File: src/hw/bp_config_pkg.sv
// Branch predictor configuration with default table, stack and address sizes
package bp_config_pkg;

    // ########################################
    // Target buffer geometry
    // ########################################
    localparam int BP_WAYS    = 2;   // Ways per set
    localparam int BP_ENTRIES = 64;  // Sets per way

    // ########################################
    // Return stack and address fields
    // ########################################
    localparam int RAS_DEPTH = 4;    // Return addresses kept
    localparam int PC_W      = 32;   // Fetch address width

endpackage

File: src/hw/return_stack.sv
// Circular return address stack pushed by resolved calls and popped by returns
module return_stack
    import bp_config_pkg::*;
#(
    parameter int DEPTH = RAS_DEPTH
) (
    input  logic            clk,
    input  logic            rst_n,
    input  logic            push,
    input  logic            pop,
    input  logic [PC_W-1:0] push_addr,
    output logic [PC_W-1:0] top_addr
);

    localparam int PTR_W = $clog2(DEPTH > 1 ? DEPTH : 2);
    localparam int CNT_W = $clog2(DEPTH + 1);

    logic [PC_W-1:0]  stack [DEPTH];
    logic [PTR_W-1:0] ptr;          // Slot of the most recent address
    logic [PTR_W-1:0] ptr_inc;
    logic [PTR_W-1:0] ptr_dec;
    logic [CNT_W-1:0] count;        // Live entries

    assign ptr_inc = (ptr == PTR_W'(DEPTH - 1)) ? '0 : ptr + 1'b1;
    assign ptr_dec = (ptr == '0) ? PTR_W'(DEPTH - 1) : ptr - 1'b1;

    // Full stack wraps onto the oldest slot
    always_ff @(posedge clk) begin
        if (push) begin
            stack[ptr_inc] <= push_addr;
        end
    end

    always_ff @(posedge clk) begin
        if (!rst_n) begin
            ptr   <= '0;
            count <= '0;
        end else if (push) begin   // Push wins over a same-cycle pop
            ptr <= ptr_inc;
            if (count != CNT_W'(DEPTH)) begin
                count <= count + 1'b1;
            end
        end else if (pop && count != '0) begin
            ptr   <= ptr_dec;
            count <= count - 1'b1;
        end
    end

    // Empty stack reads zero
    assign top_addr = (count == '0) ? '0 : stack[ptr];

endmodule

File: config.mk
export PLATFORM = sky130hd
export DESIGN_NAME = return_stack
export DESIGN_NICKNAME = d
export VERILOG_FILES = /design/src/hw/bp_config_pkg.sv /design/src/hw/return_stack.sv
export SDC_FILE = /design/constraint.sdc
export NUM_CORES = 1
export LEC_CHECK = 0
export ABC_AREA = 1
export BUFFER_PORTS_ARGS = -buffer_cell sky130_fd_sc_hd__clkbuf_2
export CORE_ASPECT_RATIO = 0.6
export CORE_UTILIZATION = 35
export DETAILED_ROUTE_END_ITERATION = 6
export HOLD_SLACK_MARGIN = 0.06
export RECOVER_POWER = 100
export SETUP_SLACK_MARGIN = 0.02
export SLEW_MARGIN = 20
export SYNTH_ARGS = -nofsm -noshare
export SYNTH_HDL_FRONTEND = slang
export SYNTH_SLANG_ARGS = --single-unit
File: constraint.sdc
create_clock -name clk -period 1.8 [get_ports clk]
set_clock_uncertainty 0.05 [all_clocks]
set_input_delay 0.27 -clock clk [delete_from_list [all_inputs] [get_ports clk]]
set_output_delay 0.27 -clock clk [all_outputs]
set_load 0.1 [all_outputs]
==> out/qor.csv, run 1 <==
metric,value,unit
CP bufs+invs,3,
hpwl dp,7.27,mm
Net Sw Power,5.11,mW
hold depth,3,
fin cells,773,
status,"complete, but fails checks",
gpl congestion,0.777,
r2r setup slk,0.14,ns
final hold vios,0,
CTS Buf Count,17,
H-Tree Depth,4,
Worst Hold End,count[2]$_SDFFE_PN0P_,
syn nets,482,
Power Total,13.1,mW
area of the mapped netlist,5390,sq um
final WL,13.1,mm
combinational power share,42.7,%
element type at the critical path end,output pin,
I/O pin count,68,
grt total ovfl,0,
Die X-Extent,162,um
Clk pwr share,28.0,%
initial antenna violation count,1,
Initial Util,36.5,%
IO Port Bufs,67,
"critical path fanouts, max",5,
crit-path leading delay family,buffers and inverters,
crit-path cells,buf_12 -> clkbuf_16 -> nor2_4 -> nor2_2 -> o21ai_2 -> a21oi_4 -> buf_12,
hold wc startpoint,rst_n,
first-pass GRT wire length,20.8,mm
CTS tree,yes,
Internal,8.03,mW
Setup WS post-layout,-0.254,ns
root buffer cell,clkbuf_16,
HP Class,in -> reg,
Max Cap Viol,0,
"Avg Cell Area, Syn",12.2,sq um
reg2reg path depth,5,
failing checks,negative setup slack,
# rows,34,
"most common cell after layout, fill and taps aside",edfxtp_1,
die height,98.1,um
final setup fails,32,
Reg-to-Reg End,stack[1][17]$_DFFE_PP_,
DR WL/cell,17.0,um
"Slowest-stage cell, CP",dfxtp_4,
Area Overhead vs Synth,50.6,%
Worst R2R Start,ptr[0]$_SDFFE_PN0P_,
Max stage delay on crit path,0.41,ns
vias in the first global route,3748,
DRC,0,
CTS Sinks,135,
Final ANT Viol Nets,0,
clock-pin slew on the worst setup and hold paths,0.06,ns
critical path arrival,1.73,ns
core area,14800,sq um
#FFs+latches synth,135,
DRT iter0 DRCs,331,
number of nets in the layout,602,
Rel. slew slack,62.9,%
insertion delay to the later sink of the worst-skew pair,0.41,ns
share of layout cells above drive strength 1,29.8,%
dpl cells,700,
Die ar.,15900,sq um
WS Path Type,reg -> out,
most frequent cells in the layout,"edfxtp_1, nor2_1, o21ai_1",
VDD IR max,0.986,mV
unique cell type count in the Yosys netlist,20,
"Slew Viols, Final",0,
pwr dens,1620,nW/um^2
Sequential Power Share,29.3,%
switch share,38.9,%
post-synthesis cell count,441,
DRT Pass-1 Iters,6,
CTS Buffer Depth,2,
largest net degree at the start of global routing,33,
LEAKAGE,2.80,nW
worst slew pin tran,0.556,ns
Period minus WS final,2.05,ns
vias,3727,
CP startpoint kind,flop,
Tcrit/Tclk final,114,%
register area share after synthesis,73.9,%
Required @ worst endpoint,1.48,ns
yosys warns,0,
Peak Freq,487,MHz
gr usage total,17.7,%
Vias/cell,4.82,
CP most frequent cell,buf_12,
unrepaired setup endpoints after global routing,true,
-- metal layers --
layer,up-vias,global-route usage [%],part of all wire (%)
met3,9,4.04,5.4
met2,104,26.6,45
met4,0,6.46,0.81
met1,1824,25.1,49
met5,-,0,0
li1,1790,-,-
-- sequential cells by signal, indices dropped and copies added (netlist names), named ones only --
name   flops
count      3
ptr        2
stack    128
-- cell type report --
class	instances	area [sq um]
clock inverters	14	199
multi-input cells	268	1700
well taps	198	248
repair buffers	125	1490
diodes	1	2.50
inverters	14	60.1
clock buffers	18	429
flip-flops and latches	135	3990
fillers	1173	6640
-- worst register-to-register path, cell delays in order (launching register included) --
cell and delay, ns:
dfxtp_1 0.36, inv_1 0.10, ha_1 0.20, nand2_1 0.07, clkinv_1 0.25, buf_4 0.35
-- how the worst max path moves through the flow --
stage | to | cells after the start
2_1_floorplan | top_addr[10] | 6
3_3_place_gp | top_addr[1] | 6
3_5_place_dp | top_addr[1] | 6
4_1_cts | top_addr[19] | 7
5_1_grt | top_addr[21] | 6
6_report | top_addr[20] | 7
-- power by group through the flow --
stage               registers, mW  logic [mW]  clock network (mW)
finish                       3.85        5.61                3.68
global route                 3.87        5.86                3.89
CTS                          3.83        5.58                3.73
detailed placement           3.89        5.27                   0
global placement             3.87        5.24                   0
floorplan                    3.86        3.46                   0
-- synth_stat cells --
library cell	count	area [sq um]
a21oi_1	35	175
buf_1	1	3.75
buf_2	8	40.0
buf_6	7	78.8
clkbuf_1	7	26.3
clkbuf_2	1	5.00
dfxtp_1	7	140
edfxtp_1	128	3840
fa_1	1	20.0
ha_1	4	50.1
inv_1	12	45.0
inv_2	2	7.51
nand2_1	20	75.1
nand3_1	4	20.0
nand3b_1	1	7.51
nor2_1	137	514
o211ai_1	1	7.51
o21ai_0	23	115
o21ai_1	41	205
xor2_1	1	8.76
-- logic make-up (layout without fill, tap and decap cells) --
kind of cell    after synthesis  after routing  share of synthesized area, %
simple gates                162            162                          11.4
flops                       135            135                          73.9
compound gates              100            100                          9.33
buf+inv                      38            171                          3.83
fa+ha+maj                     5              5                          1.30
xor+xnor                      1              1                         0.163
other cells                   0              1                             0
-- per-stage QoR --
stage	util (%)	setup TNS [ns]	setup slack [ns]	hold WS, ns	area, sq um
after floorplan	-	-0.499	-0.263	0.319	5730
after global placement	46.8	0	0.139	0.438	6910
after detailed placement	46.8	0	0.134	0.445	6910
after CTS	54.6	-6.55	-0.245	0.0629	8050
after global routing	55.0	-8.98	-0.324	0.0979	8120
final	55.0	-6.40	-0.254	0.0854	8120
-- what timing repair did --
| item | CTS | global route |
|---|---|---|
| setup buffers | 2 | 0 |
| endpoints found under the hold margin | 128 | 0 |
| gates cloned | 4 | 2 |
| pin swaps | 3 | 17 |
| hold buffers | 32 | 0 |
| setup endpoints to repair | 32 | 32 |
| gates resized for setup | 38 | 43 |
Power figures use the tool's default switching activity.
==> run 2: changes to the inputs <==
--- a/config.mk
+++ b/config.mk
@@ -8,9 +8,10 @@
 export ABC_AREA = 1
 export BUFFER_PORTS_ARGS = -buffer_cell sky130_fd_sc_hd__clkbuf_2
 export CORE_ASPECT_RATIO = 0.6
-export CORE_UTILIZATION = 35
+export CORE_UTILIZATION = 50
 export DETAILED_ROUTE_END_ITERATION = 6
 export HOLD_SLACK_MARGIN = 0.06
+export PLACE_DENSITY = 0.7
 export RECOVER_POWER = 100
 export SETUP_SLACK_MARGIN = 0.02
 export SLEW_MARGIN = 20
==> run 2 against run 1 <==
  * The flow still finishes with violations (negative setup slack)
  * Worst setup slack gained 0.037 ns
  * Non-clock buffer count shrank 2
  * Worst hold slack lost 0.0089 ns
  * Critical path type unchanged
  * Largest cell class unchanged
==> out/qor.csv, run 2 (same netlist as run 1, synthesis figures left out) <==
metric,value,unit,change
status,"complete, but fails checks",,
failing checks,negative setup slack,,
worst slew pin tran,0.577,ns,+0.0207 ns
DRT iter0 DRCs,285,,-14%
Ant. Diodes,0,,-1
LEAKAGE,2.73,nW,-2.5%
element type at the critical path end,output pin,,
number of nets in the layout,600,,-0.33%
Peak Freq,496,MHz,+1.8%
unrepaired setup endpoints after global routing,true,,
DRT Pass-1 Iters,5,,-1
critical path arrival,1.70,ns,-0.03 ns
I/O pin count,68,,unchanged
"Slew Viols, Final",0,,unchanged
insertion delay to the later sink of the worst-skew pair,0.41,ns,about the same
largest registers,"stack x128, count x3, ptr x2",,
max reg flops,128,,unchanged
VDD IR max,1.19,mV,+21%
Vias/cell,5.43,,+13%
# rows,28,,-18%
Filler Cell Count,613,,-48%
core area,10200,sq um,-31%
final WL,12.9,mm,-2.1%
"critical path fanouts, max",26,,+21
initial antenna violation count,0,,-1
Power Total,12.5,mW,-4.7%
die height,82.4,um,-16%
hpwl dp,7.14,mm,-1.9%
Initial Util,53.0,%,+17 points
Area Overhead vs Synth,44.1,%,
Rel. slew slack,61.5,%,-1.4 points
Setup WS post-layout,-0.217,ns,+0.0371 ns
Period minus WS final,2.02,ns,-0.0371 ns
Tcrit/Tclk final,112,%,-2.1 points
reg2reg path depth,5,,unchanged
CP startpoint kind,flop,,
gpl congestion,0.770,,-0.80%
fin cells,706,,-8.7%
final setup fails,32,,unchanged
dpl ws,0.162,ns,+0.0284 ns
Largest Register,stack,,
gr usage total,24.4,%,+6.7 points
share of layout cells above drive strength 1,25.0,%,-4.7 points
Max Cap Viol,0,,unchanged
Die ar.,11200,sq um,-30%
hold depth,3,,unchanged
Die X-Extent,136,um,-16%
vias in the first global route,3768,,+0.53%
final hold vios,0,,unchanged
final instance area,7760,sq um,-4.3%
CTS Buf Count,17,,unchanged
DRC,0,,unchanged
Final ANT Viol Nets,0,,unchanged
CTS Buffer Depth,2,,unchanged
"most common cell after layout, fill and taps aside",nor2_1,,
post-layout util,76.4,%,+21 points
placed inst area,6840,sq um,-0.98%
DR WL/cell,18.2,um,+7.2%
clock-pin slew on the worst setup and hold paths,0.05,ns,about the same
HP Class,in -> reg,,
most frequent cells in the layout,"nor2_1, edfxtp_1, o21ai_1",,
vias,3833,,+2.8%
pwr dens,1610,nW/um^2,-0.42%
Required @ worst endpoint,1.48,ns,about the same
largest net degree at the start of global routing,27,,-18%
CTS tree,yes,,
dpl cells,642,,-8.3%
IO Port Bufs,67,,unchanged
WS Path Type,reg -> out,,
r2r setup slk,0.18,ns,+0.04 ns
grt total ovfl,0,,unchanged
first-pass GRT wire length,19.2,mm,-7.7%
CTS Sinks,135,,unchanged
root buffer cell,clkbuf_16,,
H-Tree Depth,4,,unchanged
-- run 2: cell count changes in the layout (fill, tap and decap cells not counted), moves of 4 or more --
cell / before / now
nor2_2: 16 / 3
clkinv_2: 1 / 5
nor2_1: 116 / 134
clkbuf_1: 35 / 39
inv_1: 6 / 10
clkinv_4: 4 / 0
nor2_4: 5 / 0
-- run 2: layout make-up --
cell class,count,area [sq um],share of cell area [%]
Inverter,14,56.3,0.725
Multi-Input combinational cell,268,1640,21.1
Sequential cell,135,3990,51.4
Timing Repair Buffer,123,1370,17.6
Tap cell,135,169,2.18
Clock inverter,13,114,1.47
Clock buffer,18,429,5.53
-- run 2: timing repair --
action,4_1_cts,5_1_grt
gates resized for setup,43,14
hold buffers,31,0
endpoints found under the hold margin,124,0
buffers inserted,0,0
pin swaps,4,1
cloned,2,0
setup endpoints to repair,32,32
-- run 2: power breakdown --
part	internal (mW)	switching [mW]	total, mW	leakage (nW)
combinational	1.85	3.60	5.45	1.24
clock	1.99	1.23	3.21	0.263
sequential	3.75	0.103	3.85	1.24
total	7.58	4.93	12.5	2.73
-- run 2: worst paths after layout --
check                        startpoint                endpoint
hold / removal                    rst_n   count[0]$_SDFFE_PN0P_
setup / recovery                   flop            top_addr[23]
hold reg to reg   count[0]$_SDFFE_PN0P_   count[0]$_SDFFE_PN0P_
setup reg to reg    ptr[0]$_SDFFE_PN0P_  stack[3][16]$_DFFE_PP_
-- run 2: per-layer routing --
layer / GRT usage, % / wire, um / vias up
met5: 0 / 0 / -
met4: 12.8 / 172 / 0
met3: 5.80 / 957 / 18
met2: 40.3 / 6350 / 165
met1: 30.6 / 5380 / 1855
li1: - / - / 1795
-- run 2: critical path: stages (launching register included) --
cell     delay (ns)
dfxtp_4        0.40
buf_12         0.18
nor2_1         0.06
nor2_1         0.13
o21ai_2        0.10
a21oi_4        0.20
buf_12         0.19
-- run 2: per-stage QoR --
stage	hold WS, ns	TNS [ns]
finish	0.0765	-5.23
global route	0.0901	-7.54
CTS	0.0619	-5.34
detailed placement	0.443	0
global placement	0.432	0
floorplan	0.319	-0.499
